File: config.mk
export PLATFORM = sky130hd
export DESIGN_NAME = eicCore
export DESIGN_NICKNAME = d
export VERILOG_FILES = /design/src/source/eicPkg.sv /design/src/source/eicRegisters.sv /design/src/source/eicSense.sv /design/src/source/eicFlagBank.sv /design/src/source/eicPriority.sv /design/src/source/eicCore.sv
export SDC_FILE = /design/constraint.sdc
export NUM_CORES = 1
export LEC_CHECK = 0
export BUFFER_PORTS_ARGS = -buffer_cell sky130_fd_sc_hd__buf_2
export CORE_UTILIZATION = 52
export CTS_CLUSTER_DIAMETER = 30
export CTS_CLUSTER_SIZE = 14
export DETAILED_ROUTE_END_ITERATION = 6
export PLACE_DENSITY = 0.78
export REMOVE_ABC_BUFFERS = 1
export SYNTH_ARGS = -nofsm -noshare
export SYNTH_HDL_FRONTEND = slang
export SYNTH_SLANG_ARGS = --single-unit
export TNS_END_PERCENT = 50
File: constraint.sdc
create_clock -name CLK -period 1.4 [get_ports CLK]
set_input_delay 0 -clock CLK [delete_from_list [all_inputs] [get_ports CLK]]
set_output_delay 0 -clock CLK [all_outputs]
set_load 0.01 [all_outputs]
File: src/source/eicPkg.sv
// shared register map, word types and port structs for the interrupt controller RTL and testbench
`default_nettype none

package eicPkg;

    localparam int wordWidth = 32;
    localparam int addrWidth = 4;

    typedef logic [wordWidth-1:0] regWord_t;

    // register map, unlisted addresses read zero and ignore writes
    typedef enum logic [addrWidth-1:0] {
        regEicr   = 4'd0,  // global enable
        regEimsk  = 4'd1,  // channel mask
        regEifr   = 4'd2,  // pending flags
        regEifrs  = 4'd3,  // flag set, write only
        regEifrc  = 4'd4,  // flag clear, write only
        regEismsk = 4'd5,  // sense modes, two bits per channel
        regEiipr  = 4'd6,  // raw inputs, read only
        regEiacm  = 4'd7   // auto-clear on ack
    } regAddr_t;

    typedef enum logic [1:0] {
        senseLow  = 2'd0,
        senseAny  = 2'd1,
        senseFall = 2'd2,
        senseRise = 2'd3
    } senseMode_t;

    typedef struct packed {
        logic     enable;
        regAddr_t addr;
        regWord_t data;
    } regWrite_t;

    // per-flag write enables and values
    typedef struct packed {
        regWord_t select;
        regWord_t value;
    } flagWrite_t;

    typedef struct packed {
        logic [7:0] level;   // priority level, zero when idle
        logic [5:0] vector;
    } cpuRequest_t;

    typedef struct packed {
        logic       ack;
        logic [5:0] vector;
    } cpuAck_t;

endpackage

`default_nettype wire

File: src/source/eicRegisters.sv
// software register file of the interrupt controller, decodes writes and multiplexes reads
`default_nettype none

module eicRegisters #(
    parameter int channelCount = 16,
    parameter int senseCount   = 4
) (
    input  logic               CLK,
    input  logic               RESETn,
    input  eicPkg::regWrite_t  regWr,
    input  eicPkg::regAddr_t   regReadAddr,
    input  eicPkg::regWord_t   flags,
    input  eicPkg::regWord_t   signal,
    output eicPkg::regWord_t   regReadData,
    output eicPkg::regWord_t   enabledMask,
    output eicPkg::regWord_t   senseModes,
    output eicPkg::regWord_t   autoClear,
    output eicPkg::flagWrite_t flagWr,
    output logic               present
);
    import eicPkg::*;

    // ones on every implemented channel
    localparam regWord_t usedMask = {wordWidth{1'b1}} >> (wordWidth - channelCount);

    logic                      enableBit;
    logic [channelCount-1:0]   maskReg;
    logic [2*senseCount-1:0]   senseReg;
    logic [channelCount-1:0]   autoClearReg;

    logic wrEicr;
    logic wrEimsk;
    logic wrEismsk;
    logic wrEiacm;

    assign wrEicr   = regWr.enable && (regWr.addr == regEicr);
    assign wrEimsk  = regWr.enable && (regWr.addr == regEimsk);
    assign wrEismsk = regWr.enable && (regWr.addr == regEismsk);
    assign wrEiacm  = regWr.enable && (regWr.addr == regEiacm);

    always_ff @(posedge CLK) begin
        if (!RESETn) begin
            enableBit    <= 1'b0;
            maskReg      <= '0;
            senseReg     <= '0;
            autoClearReg <= '0;
        end else begin
            if (wrEicr)
                enableBit <= regWr.data[0];
            if (wrEimsk)
                maskReg <= regWr.data[channelCount-1:0];
            if (wrEismsk)
                senseReg <= regWr.data[2*senseCount-1:0];
            if (wrEiacm)
                autoClearReg <= regWr.data[channelCount-1:0];
        end
    end

    // flag bank commands
    always_comb begin
        flagWr = '0;
        if (regWr.enable) begin
            case (regWr.addr)
                regEifr: begin
                    flagWr.select = usedMask;
                    flagWr.value  = regWr.data & usedMask;
                end
                regEifrs: begin
                    flagWr.select = regWr.data & usedMask;
                    flagWr.value  = regWr.data & usedMask;  // selected bits are ones
                end
                regEifrc: begin
                    flagWr.select = regWr.data & usedMask;
                    flagWr.value  = '0;
                end
                default: flagWr = '0;
            endcase
        end
    end

    always_comb begin
        case (regReadAddr)
            regEicr:   regReadData = regWord_t'(enableBit);
            regEimsk:  regReadData = regWord_t'(maskReg);
            regEifr:   regReadData = flags;
            regEismsk: regReadData = regWord_t'(senseReg);
            regEiipr:  regReadData = signal & usedMask;
            regEiacm:  regReadData = regWord_t'(autoClearReg);
            default:   regReadData = '0;  // includes set/clear strobes
        endcase
    end

    assign enabledMask = enableBit ? regWord_t'(maskReg) : '0;
    assign senseModes  = regWord_t'(senseReg);
    assign autoClear   = regWord_t'(autoClearReg);
    assign present     = enableBit;

endmodule

`default_nettype wire

File: src/source/eicSense.sv
// input history and sense-mode detection for the low interrupt channels
`default_nettype none

module eicSense #(
    parameter int senseCount = 4
) (
    input  logic                  CLK,
    input  logic                  RESETn,
    input  logic [senseCount-1:0] signalIn,
    input  eicPkg::regWord_t      senseModes,
    output logic [senseCount-1:0] sensed
);
    import eicPkg::*;

    typedef enum logic [1:0] {
        init0,
        init1,
        work
    } startState_t;

    startState_t startState;

    logic [senseCount-1:0] prevSample;
    logic [senseCount-1:0] curSample;

    // detection held off until history is filled
    always_ff @(posedge CLK) begin
        if (!RESETn)
            startState <= init0;
        else begin
            case (startState)
                init0:   startState <= init1;
                init1:   startState <= work;
                default: startState <= work;
            endcase
        end
    end

    always_ff @(posedge CLK) begin
        prevSample <= curSample;
        curSample  <= signalIn;
    end

    always_comb begin
        sensed = '0;
        for (int i = 0; i < senseCount; i++) begin
            if (startState == work) begin
                case (senseMode_t'(senseModes[2*i +: 2]))
                    senseLow:  sensed[i] = ~prevSample[i] & ~curSample[i];
                    senseAny:  sensed[i] =  prevSample[i] ^  curSample[i];
                    senseFall: sensed[i] =  prevSample[i] & ~curSample[i];
                    senseRise: sensed[i] = ~prevSample[i] &  curSample[i];
                    default:   sensed[i] = 1'b0;
                endcase
            end
        end
    end

endmodule

`default_nettype wire

File: src/source/eicFlagBank.sv
// sticky pending flags, merging software writes, ack auto-clear and masked input requests
`default_nettype none

module eicFlagBank #(
    parameter int channelCount = 16
) (
    input  logic               CLK,
    input  logic               RESETn,
    input  eicPkg::regWord_t   flagInputs,
    input  eicPkg::regWord_t   enabledMask,
    input  eicPkg::flagWrite_t flagWr,
    input  eicPkg::regWord_t   autoClear,
    input  eicPkg::cpuAck_t    ack,
    output eicPkg::regWord_t   flags
);
    import eicPkg::*;

    logic [channelCount-1:0] flagReg;

    regWord_t ackHot;
    regWord_t ackClear;
    regWord_t nextFlags;

    assign ackHot = regWord_t'(1) << ack.vector;

    // out of range vectors clear nothing
    assign ackClear = (ack.ack && (int'(ack.vector) < channelCount)) ? (ackHot & autoClear)
                                                                      : '0;

    // ack clear beats software write beats input
    assign nextFlags = ~ackClear & ((flagWr.select & flagWr.value)
                                 | (~flagWr.select & (flags | (flagInputs & enabledMask))));

    always_ff @(posedge CLK) begin
        if (!RESETn)
            flagReg <= '0;
        else
            flagReg <= nextFlags[channelCount-1:0];
    end

    assign flags = regWord_t'(flagReg);

endmodule

`default_nettype wire

File: src/source/eicPriority.sv
// picks the highest pending channel and encodes the level and vector for the processor
`default_nettype none

module eicPriority #(
    parameter int channelCount = 16
) (
    input  eicPkg::regWord_t    flags,
    output eicPkg::cpuRequest_t request
);

    // later hits overwrite earlier ones, so the top channel wins
    always_comb begin
        request = '0;
        for (int i = 0; i < channelCount; i++) begin
            if (flags[i]) begin
                request.level  = 8'(i + 1);  // level zero means idle
                request.vector = 6'(i);
            end
        end
    end

endmodule

`default_nettype wire

File: src/source/eicCore.sv
// top level of the external interrupt controller, connects registers, sense, flags and priority
`default_nettype none

module eicCore #(
    parameter int channelCount = 16,
    parameter int senseCount   = 4
) (
    input  logic                CLK,
    input  logic                RESETn,
    input  eicPkg::regWord_t    signal,       // already synchronized
    input  eicPkg::regWrite_t   regWr,
    input  eicPkg::regAddr_t    regReadAddr,
    input  eicPkg::cpuAck_t     ack,
    output eicPkg::regWord_t    regReadData,
    output eicPkg::cpuRequest_t request,
    output logic                present
);
    import eicPkg::*;

    regWord_t              flags;
    regWord_t              enabledMask;
    regWord_t              senseModes;
    regWord_t              autoClear;
    regWord_t              flagInputs;
    flagWrite_t            flagWr;
    logic [senseCount-1:0] sensed;

    eicRegisters #(
        .channelCount(channelCount),
        .senseCount  (senseCount)
    ) registers0 (
        .CLK        (CLK),
        .RESETn     (RESETn),
        .regWr      (regWr),
        .regReadAddr(regReadAddr),
        .flags      (flags),
        .signal     (signal),
        .regReadData(regReadData),
        .enabledMask(enabledMask),
        .senseModes (senseModes),
        .autoClear  (autoClear),
        .flagWr     (flagWr),
        .present    (present)
    );

    eicSense #(
        .senseCount(senseCount)
    ) sense0 (
        .CLK       (CLK),
        .RESETn    (RESETn),
        .signalIn  (signal[senseCount-1:0]),
        .senseModes(senseModes),
        .sensed    (sensed)
    );

    // sense channels replace the low raw bits
    assign flagInputs = {signal[wordWidth-1:senseCount], sensed};

    eicFlagBank #(
        .channelCount(channelCount)
    ) flagBank0 (
        .CLK        (CLK),
        .RESETn     (RESETn),
        .flagInputs (flagInputs),
        .enabledMask(enabledMask),
        .flagWr     (flagWr),
        .autoClear  (autoClear),
        .ack        (ack),
        .flags      (flags)
    );

    eicPriority #(
        .channelCount(channelCount)
    ) priority0 (
        .flags  (flags),
        .request(request)
    );

endmodule

`default_nettype wire

After elaboration in Yosys (flattened, before gate mapping):

Cells that the tools add are included.

* output and inout port bits: 47
* logic and storage cells: 109
* latch bits: 0
* bits in registers: 67
* memory bits (writable): 0
* memories: 0
* input bits: 82
* bits in read-only memories: 0

* reductions and logical operators: 12
* $lt $le $gt $ge: 1
* add/subtract/negate cells: 0
* muxes and demuxes: 30
* multiply operators: 0
* shift operators: 1
* divide/modulo/power cells: 0
* equal/unequal tests: 24
* bitwise logic cells: 33

Operators with widths (count)
* case mux 48 bit (3 select lines): 1
* case mux 16 bit (6 select lines): 1
* bitwise AND 16 bit: 5
* two-way mux 10 bit: 8
* two-way mux 48 bit: 1
* two-way mux 9 bit: 4
* two-way mux 16 bit: 2
* NOT 16 bit: 2
* bitwise OR 16 bit: 2
* equality test 4 x 3 -> 1 bit (second input constant): 6
* equality test 2 bit (second input constant): 9
* two-way mux 8 bit: 2
* case mux 1 bit (4 select lines): 4
* left shift 1 x 6 -> 16 bit (first input constant): 1
* bitwise AND 1 bit: 12
* equality test 4 x 2 -> 1 bit (second input constant): 3
* two-way mux 11 bit: 1
* logical NOT 2 bit: 5
* equality test 2 x 1 -> 1 bit (second input constant): 4
* equality test 4 x 1 -> 1 bit (second input constant): 2
* logical NOT 4 bit: 2
* NOT 1 bit: 8
* two-way mux 7 bit: 1
* less-than comparator 6 x 5 -> 1 bit (second input constant): 1
* 4 further kinds: 14

Depth between registers and ports, before layout:

Gate-level depths: netlist of run 1.

* depth in word-level cells: 16
* mapped depth: 7

By module:

From an unflattened synthesis of run 1, not the netlist that was laid out.

* cells, all modules: 614
* area, all modules: 5134.9 µm²

By module, submodules not included
* eicRegisters: sequential area each 820.8 µm², area each 3288.2 µm², cells an instance 391, times used 1
* eicFlagBank: sequential area each 320.3 µm², area each 947.2 µm², cells an instance 109, times used 1
* eicSense: sequential area each 200.2 µm², area each 601.8 µm², cells an instance 65, times used 1
* eicPriority: sequential area each 0.0 µm², area each 297.8 µm², cells an instance 49, times used 1

Worst setup path after synthesis of run 1:

Ideal clock, no wire load.

* path kind: reg2reg
* start: register registers0.enableBit (netlist: registers0.present)
* end: register flagBank0.flagReg[3]
* stages on the path, launching flop included: 6
* data required time: 1330 ps
* path buffers: 1
* slack: 119 ps
* clock period less this slack: 1281 ps
* arrival: 1211 ps
* path through: dfxtp_1 -> clkbuf_1 -> nand2_1 -> nor2_1 -> nand4_1 -> a21oi_1

* cells in the longest elaborated chain, start to end: 6

Ends and longest elaborated chain
* from (decl): RTL line eicRegisters.sv:26 `logic enableBit;`
* from (signal assigned): RTL line eicRegisters.sv:49 `enableBit <= regWr.data[0];`
* two-way mux 16 bit: RTL line eicRegisters.sv:93 `assign enabledMask = enableBit ? regWord_t'(maskReg) : '0;`
* bitwise AND 16 bit: RTL line eicFlagBank.sv:32 `| (~flagWr.select & (flags | (flagInputs & enabledMask))));`
* bitwise OR 16 bit: RTL line eicFlagBank.sv:32
* bitwise AND 16 bit: RTL line eicFlagBank.sv:32
* bitwise OR 16 bit: RTL line eicFlagBank.sv:32
* bitwise AND 16 bit: RTL line eicFlagBank.sv:31 `assign nextFlags = ~ackClear & ((flagWr.select & flagWr.value)`
* to (signal assigned): RTL line eicFlagBank.sv:38 `flagReg <= nextFlags[channelCount-1:0];`
* to (decl): RTL line eicFlagBank.sv:18 `logic [channelCount-1:0] flagReg;`

No other way between the ends.
A chain may end at the register's enable or synchronous reset.

==> flow_summary.yaml, run 1 <==
setup_path:
  slowest_stage: "or4_4"
  path_class: "reg -> out"
  endpoint_kind: "primary output"
  critPathArrivalTime_ns: 1.69
  crit_required_ns: 1.40
  startpoint_type: "flip-flop"
  cp_cell_sequence: "or4_4 > nor3b_2 > nor4_1 > buf_2"
  worstPathMaxFanout: 4
  cp_slowest_stage_delay_ns: 0.55
cts:
  h-tree-depth: 3
  clock-sinks: 67
  cts_root_buf: "clkbuf_8"
  clock_latency_ns: 0.34
  cts.reportedPaths.clkPinSlew_ns: 0.08
  cts_buffers: 9
  clk_path_buf_depth: 2
  cts_tree: "built"
synth:
  avgSynthCellArea_um2: 7.88
  ys.flop_type: "dfxtp_1"
  synth_edf_count: 0
  synth_area_mm2: 0.00405
  yosys_register_bits: 67
  syn_inst: 514
  yosysWarnings: 0
  yosysUniqueCellTypes: 59
  seq_area_frac_synth_pct: 33.1
  async_flop_share_pct: 0
die:
  rows: 31
  die_area_mm2: 0.00815
  die_w_um: 90.3
  initial_core_util_pct: 54.7
  core_mm2: 0.00741
  die_y_um: 90.3
  ios: 129
grt:
  grt.total_usage_pct: 31.2
  antenna_found_initial: 0
  use_met1_pct: 39.6
  grt_max_degree: 24
  use_met2_pct: 51.0
  grtUsageMet3_pct: 4.80
  grt_overflow: 0
  grt_busiest_layer: "met2"
  grt_pass1_wl_mm: 20.2
  grt_pass1_vias: 4157
outcome:
  violations: "negative setup slack"
  status: "finished, violations left"
pwr:
  ir_drop_mv: 0.592
  leakagePower_nw: 2.30
  powerDensity_mw_per_mm2: 818
final_layout:
  layout-drive-gt1-share_pct: 27.0
  final-seq-area_mm2: 0.00137
  design_area_mm2: 0.00518
  fin_nets: 731
  postLayoutCoreUtil_pct: 69.9
  layout.filler_cells: 615
  syn_to_final_growth_pct: 27.8
  multi_input_area_mm2: 0.00247
  diodes: 0
  fin_cells: 737
run:
  cap_violations: 0
placed_design:
  io_buffers: 75
  placed_cells: 699
  placed_area_mm2: 0.00466
  dpl.hpwl_mm: 9.18
  place.gp.congestion: 0.921
worst_hold_path:
  hold_class: "in -> reg"
drt:
  antenna_left: 0
  post-route-drc-count: 0
  avgViaCountPerCell: 6.21
  avgRoutedWirePerCell_um: 18.2
  totalWireLength_mm: 13.4
  first_iter_violations: 555
  first_pass_iters: 7
  vias: 4574
timing:
  finalClockSkew_ns: 0.00505
  hold_viol: 0
  final.setup.worst_slack_ns: -0.288
  timing.final.crit_period_ns: 1.69
  fmaxAchievable_mhz: 592
  fin_crit_sh_pct: 121
  rsz0062_at_grt: "yes"
  slew_viol_final: 0
  setup_viol: 9
[per-stage QoR]
stage                     worst slack (ns)  TNS [ns]  total power, mW  hold WS (ns)
after floorplan                    -0.0404    -0.107             2.35        0.0277
after global placement              0.0398         0             2.68         0.123
after detailed placement            0.0406         0             2.69         0.127
after CTS                           -0.246     -1.49             4.19        0.0853
after global routing                -0.330     -2.11             4.39         0.105
final                               -0.288     -1.65             4.23        0.0907
[flip-flops by register name, indices dropped and copies added, names as in the netlist]
name,count
registers0.senseReg,8
registers0.present,1
sense0.startState,2
flagBank0.flagReg,16
sense0.prevSample,4
registers0.autoClearReg,16
sense0.curSample,4
registers0.maskReg,16
[critical path: cells and delay by family (launching register included)]
| kind | cells | cell delay (ns) |
|---|---|---|
| flip-flops | 1 | 0.34 |
| buffers and inverters | 1 | 0.17 |
| AND/OR/NAND/NOR | 3 | 0.83 |
[routing by layer]
metal	vias to the layer above	wire [µm]
met2	318	6290
met4	0	560
li1	2072	-
met3	71	1280
met5	-	0
met1	2113	5280
[logic make-up after synthesis]
family	share of synthesized area, %
xor gates and xnor gates	0.864
other	0.0925
AOI/OAI and AO/OA	27.3
and+or+nand+nor	23.5
buffers and inverters	9.79
DFF	33.1
adders and majority gates	4.94
muxes	0.494
[power by group]
part | total, mW | internal, mW | switching [mW]
Clock | 1.48 | 0.727 | 0.757
Combinational | 0.747 | 0.327 | 0.420
Sequential | 2.00 | 1.95 | 0.0530
Total | 4.23 | 3.00 | 1.23
[layout by cell type, fill, tap and decap left out, types with 4 or more instances in the layout]
cell type       n
o21bai_1        5
nor3_1          8
a31oi_1        12
a32oi_1         6
inv_1          21
a222oi_1        7
nor4_1          4
a21oi_1        47
clkinv_2        4
a22oi_1        25
dlygate4sd3_1  20
nor2_1         24
dfxtp_4         4
clkbuf_8       11
nand2b_1        6
nand3b_1        5
o21a_1          4
o21ai_0        14
nand2_1        98
a211oi_1        5
or3_1           5
dfxtp_2        11
xor2_1          4
buf_2          75
nor2b_1         6
ha_1           16
buf_4          41
dfxtp_1        52
nand4_1         5
a221o_1         4
conb_1         21
[cell type report]
cell class | instances | area share, %
inverters | 21 | 1.52
repair buffers | 141 | 18.5
well taps | 99 | 2.39
clock inverters | 5 | 0.532
multi-input cells | 393 | 47.7
clock buffers | 11 | 2.92
flip-flops and latches | 67 | 26.5
[Yosys cell counts, types with 3 or more instances]
library cell	instances	area [µm²]
buf_4	22	165
o21ai_0	14	70.1
o311ai_0	3	26.3
a41o_1	3	30.0
dfxtp_1	67	1340
a221o_1	4	40.0
nor4_1	5	31.3
nand2b_1	6	37.5
a211oi_1	6	45.0
nor2_1	25	93.8
a222oi_1	7	70.1
nand2_1	98	368
nand4b_1	3	26.3
xor2_1	4	35.0
or3_1	5	31.3
a31oi_1	12	75.1
a32oi_1	6	52.6
o21a_1	4	30.0
clkbuf_1	17	63.8
and4_1	3	26.3
inv_1	21	78.8
buf_2	11	55.1
nand4_1	5	31.3
a21o_1	3	22.5
o21bai_1	5	37.5
nand3b_1	5	37.5
a22oi_1	25	188
nor2b_1	7	43.8
a21oi_1	48	240
and3_1	3	18.8
ha_1	16	200
nor3_1	8	40.0
o31ai_1	5	37.5
o2111a_1	3	33.8
buf_6	3	33.8
[path summary, 6_finish.rpt]
check                    startpoint                     to  slack [ns]  depth (start not counted)
max           flagBank0.flagReg[12]             request[6]       -0.29                          4
min                      signal[11]  flagBank0.flagReg[11]        0.09                          4
max reg2reg  registers0.senseReg[6]   flagBank0.flagReg[3]        0.02                          5
min reg2reg     sense0.curSample[2]   sense0.prevSample[2]        0.37                          0
[repair_timing]
action                     4_1_cts  5_1_grt
pin swaps                        5        7
buffers inserted                 0        2
hold buffers                    20        0
resized for setup               12       26
setup endpoints to repair        9       12
hold endpoints to repair        50        0
(Power assumes the default switching activity.)
==> inputs of run 2 (changes only) <==
Settings changed: CORE_UTILIZATION 52 to 53, CTS_BUF_LIST set to sky130_fd_sc_hd__clkbuf_8, PLACE_DENSITY 0.78 to 0.8.
==> flow_summary.yaml, run 2 (synthesis results as in run 1) <==
cts:
  clock-sinks: 67
  cts_buffers: 9
  cts.reportedPaths.clkPinSlew_ns: 0.08
  cts_tree: "built"
  clk_path_buf_depth: 2
  h-tree-depth: 3
  cts_root_buf: "clkbuf_8"
  clock_latency_ns: 0.35
placed_design:
  preCtsSetupSlack_ns: 0.0309
  placed_area_mm2: 0.00466
  dpl.hpwl_mm: 9.18
  place.gp.congestion: 0.956
  io_buffers: 75
  placed_cells: 698
die:
  initial_core_util_pct: 55.3
  die_w_um: 89.4
  ios: 129
  die_y_um: 89.4
  core_mm2: 0.00733
  rows: 31
  die_area_mm2: 0.00800
pwr:
  powerDensity_mw_per_mm2: 883
  power_mw: 4.66
  leakagePower_nw: 2.34
  ir_drop_mv: 0.590
drt:
  first_iter_violations: 760
  avgRoutedWirePerCell_um: 18.4
  first_pass_iters: 7
  totalWireLength_mm: 13.5
  vias: 4626
  antenna_left: 0
  post-route-drc-count: 5
  avgViaCountPerCell: 6.27
grt:
  grt_overflow: 0
  grt_max_degree: 18
  grt_pass1_wl_mm: 20.0
  use_met2_pct: 55.3
  grt_pass1_vias: 4127
  antenna_found_initial: 0
  grtUsageMet3_pct: 5.08
  grt.total_usage_pct: 33.0
  use_met1_pct: 41.9
  grt_busiest_layer: "met2"
worst_hold_path:
  holdPathStages: 4
  hold_class: "in -> reg"
final_layout:
  design_area_mm2: 0.00528
  diodes: 0
  layout_common_cells: "nand2_1, buf_2, dfxtp_1"
  layout.filler_cells: 543
  fin_cells: 738
  final-seq-area_mm2: 0.00137
  reg_top3: "flagBank0.flagReg x16, registers0.autoClearReg x16, registers0.maskReg x16"
  postLayoutCoreUtil_pct: 72.1
  multi_input_area_mm2: 0.00251
  layout_commonest_cell: "nand2_1"
  layout-drive-gt1-share_pct: 28.5
  fin_nets: 732
  syn_to_final_growth_pct: 30.3
setup_path:
  r2r_cells: 6
  startpoint_type: "flip-flop"
  worstPathMaxFanout: 4
  crit_required_ns: 1.40
  endpoint_kind: "primary output"
  path_class: "reg -> out"
  critPathArrivalTime_ns: 1.72
timing:
  timing.final.crit_period_ns: 1.72
  setup-tns-final_ns: -2.08
  fin_crit_sh_pct: 123
  setup_viol: 10
  finalClockSkew_ns: 0.0102
  hold_viol: 0
  rsz0062_at_grt: "yes"
  slew_viol_final: 0
  hold_slack_ns: 0.0817
  fmaxAchievable_mhz: 583
  final.setup.worst_slack_ns: -0.316
outcome:
  violations: "design-rule violations, negative setup slack"
  status: "finished, violations left"
run:
  cap_violations: 0
[run 2: cell count changes in the layout (fill, tap and decap cells not counted), moves of 2 or more]
cell / previous run / this run
nor4_1: 4 / 2
dfxtp_4: 4 / 2
nor4_2: 0 / 2
clkinv_2: 4 / 1
bufinv_16: 0 / 2
dfxtp_2: 11 / 14
[run 2: path summary, 6_finish.rpt]
check / from / endpoint / slack [ns]
min: signal[11] / flagBank0.flagReg[11] / 0.08
max: flagBank0.flagReg[12] / request[6] / -0.32
max reg2reg: sense0.curSample[2] / flagBank0.flagReg[2] / 0.05
min reg2reg: sense0.curSample[0] / sense0.prevSample[0] / 0.37
[run 2: power by group]
| part | leakage, nW | internal, mW | total [mW] | switching, mW |
|---|---|---|---|---|
| logic | 1.67 | 0.347 | 0.793 | 0.446 |
| registers | 0.553 | 1.95 | 2.00 | 0.0527 |
| clock network | 0.117 | 1.09 | 1.86 | 0.773 |
[run 2: what timing repair did]
| action | CTS | global route |
|---|---|---|
| endpoints found under the setup margin | 9 | 15 |
| buffers inserted | 0 | 4 |
| hold buffers | 20 | 0 |
| pin swaps | 3 | 11 |
| hold endpoints to repair | 51 | 0 |
| resized for setup | 11 | 38 |
| gates cloned | 0 | 0 |
[run 2: layer usage]
metal / vias up / routed length [µm]
met2: 361 / 6410
met1: 2126 / 5100
met5: - / 0
li1: 2072 / -
met3: 67 / 1570
met4: 0 / 480
[run 2: area by class of cell]
type | instances | share of cell area (%)
clock inverter | 5 | 1.44
sequential | 67 | 25.9
tap | 99 | 2.34
multi-input combinational | 393 | 47.6
clock buffer | 11 | 2.87
inverter | 21 | 1.49
timing repair buffer | 142 | 18.4
[run 2: worst max-delay path, stage by stage (launching register included)]
cell     delay, ns
dfxtp_1       0.35
or4_4         0.55
nor3b_2       0.22
nor4_2        0.08
buf_2         0.16
==> inputs of run 3 (changes only) <==
Settings changed: PLACE_DENSITY 0.8 to 0.83.
==> flow_summary.yaml, run 3 (synthesis results as in run 1) <==
final_layout:
  layout_common_cells: "nand2_1, buf_2, dfxtp_1"
  syn_to_final_growth_pct: 27.2
  layout-drive-gt1-share_pct: 26.7
  diodes: 0
  postLayoutCoreUtil_pct: 70.3
  layout_commonest_cell: "nand2_1"
  layout.filler_cells: 581
  fin_cells: 733
  fin_nets: 728
  reg_top3: "flagBank0.flagReg x16, registers0.autoClearReg x16, registers0.maskReg x16"
drt:
  first_iter_violations: 572
  antenna_left: 0
  avgRoutedWirePerCell_um: 17.8
  vias: 4595
  post-route-drc-count: 0
  avgViaCountPerCell: 6.27
  first_pass_iters: 6
  totalWireLength_mm: 13.0
timing:
  hold_slack_ns: 0.0869
  max-slew-margin-rel_pct: 66.0
  finalClockSkew_ns: 0.0111
  slew_viol_final: 0
  rsz0062_at_grt: "yes"
  hold_viol: 0
  setup_viol: 9
  fin_crit_sh_pct: 120
  fmaxAchievable_mhz: 597
  final.setup.worst_slack_ns: -0.274
  setup-tns-final_ns: -1.36
  tightest_slew_ns: 0.507
  timing.final.crit_period_ns: 1.67
placed_design:
  io_buffers: 75
  place.gp.congestion: 0.954
  placed_cells: 696
  dpl.hpwl_mm: 9.14
  preCtsSetupSlack_ns: 0.00166
cts:
  cts_buffers: 9
  clk_path_buf_depth: 2
  cts_tree: "built"
  h-tree-depth: 3
  cts.reportedPaths.clkPinSlew_ns: 0.07
  clock-sinks: 67
  cts_root_buf: "clkbuf_8"
  clock_latency_ns: 0.34
worst_hold_path:
  holdPathStages: 4
  hold_start: "signal[11]"
  hold_class: "in -> reg"
  min_to: "flagBank0.flagReg[11]"
die:
  die_y_um: 89.4
  rows: 31
  die_w_um: 89.4
  core_mm2: 0.00733
  initial_core_util_pct: 55.3
  ios: 129
  die_area_mm2: 0.00800
pwr:
  ir_drop_mv: 0.628
  leakagePower_nw: 2.28
  powerDensity_mw_per_mm2: 802
grt:
  grtUsageMet3_pct: 6.00
  grt_max_degree: 26
  grt.total_usage_pct: 33.0
  grt_busiest_layer: "met2"
  grt_overflow: 0
  use_met1_pct: 41.0
  grt_pass1_wl_mm: 19.9
  use_met2_pct: 54.5
  grt_pass1_vias: 4182
  antenna_found_initial: 0
outcome:
  status: "finished, violations left"
  violations: "negative setup slack"
setup_path:
  cp_slowest_stage_delay_ns: 0.41
  path_class: "reg -> out"
  r2r_end: "flagBank0.flagReg[0]"
  critPathArrivalTime_ns: 1.67
  reg2reg_setup_slack_ns: 0.06
  cp_top_family: "simple AND/OR/NAND/NOR gates"
  cp_cell_sequence: "nor3_1 > a21oi_1 > a21oi_2 > or3_1 > buf_2"
  r2r_cells: 6
  crit_required_ns: 1.40
  slowest_stage: "dfxtp_4"
  worst-path-buf-inv: 1
  startpoint_type: "flip-flop"
  timing.rr.start: "sense0.curSample[0]"
  worstPathMaxFanout: 8
  endpoint_kind: "primary output"
run:
  cap_violations: 0
-- run 3: cell types whose count changed in the layout (fill, tap and decap cells not counted), moves of 2 or more --
cell / change
buf_6: -4
buf_4: -3
a2111oi_2: +2
buf_12: +2
bufinv_16: -2
inv_1: +2
nor2_4: -2
o31ai_1: +2
-- run 3: layout make-up --
| class | instances | area [µm²] | share of cell area (%) |
|---|---|---|---|
| clock buffer | 10 | 138 | 2.67 |
| clock inverter | 5 | 23.8 | 0.461 |
| inverter | 21 | 78.8 | 1.53 |
| multi-input combinational | 393 | 2470 | 48.0 |
| sequential | 67 | 1370 | 26.5 |
| tap | 99 | 124 | 2.40 |
| timing repair buffer | 138 | 948 | 18.4 |
-- run 3: worst max path at each step --
stage          slack (ns)                    end  depth (start not counted)                  start
2_1_floorplan       -0.04  flagBank0.flagReg[11]                          4              regWr[35]
3_3_place_gp         0.01             request[6]                          4  flagBank0.flagReg[10]
3_5_place_dp        0.002             request[6]                          4  flagBank0.flagReg[10]
4_1_cts             -0.27             request[6]                          4   flagBank0.flagReg[8]
5_1_grt             -0.35             request[0]                          5   flagBank0.flagReg[4]
6_report            -0.27             request[0]                          5   flagBank0.flagReg[4]
-- run 3: worst register-to-register path, delay by kind of cell (launching register included) --
| kind | cells | cell delay (ns) |
|---|---|---|
| compound gates | 2 | 0.38 |
| fa+ha+maj | 1 | 0.28 |
| buf+inv | 2 | 0.09 |
| flops | 1 | 0.36 |
| simple gates | 1 | 0.12 |
-- run 3: metrics by stage --
step	area, µm²	total power [mW]
after floorplan	3810	2.35
after global placement	4670	2.67
after detailed placement	4670	2.70
after CTS	5070	4.09
after global routing	5160	4.31
final	5160	4.13
-- run 3: power by group --
group          switching (mW)  total, mW  internal [mW]
Clock                   0.724       1.38          0.660
Combinational           0.419      0.746          0.327
Sequential             0.0525       2.00           1.95
-- run 3: per-layer routing --
metal | vias up | share of wire [%]
met4 | 0 | 4.3
met3 | 66 | 9.7
li1 | 2064 | -
met1 | 2122 | 38
met2 | 343 | 48
met5 | - | 0
-- run 3: timing repair --
action                     CTS  global route
hold endpoints to repair    48             0
pin swaps                    7             4
setup buffers                0             2
hold buffers                20             0
resized for setup           19            19
setup endpoints to repair    9            14
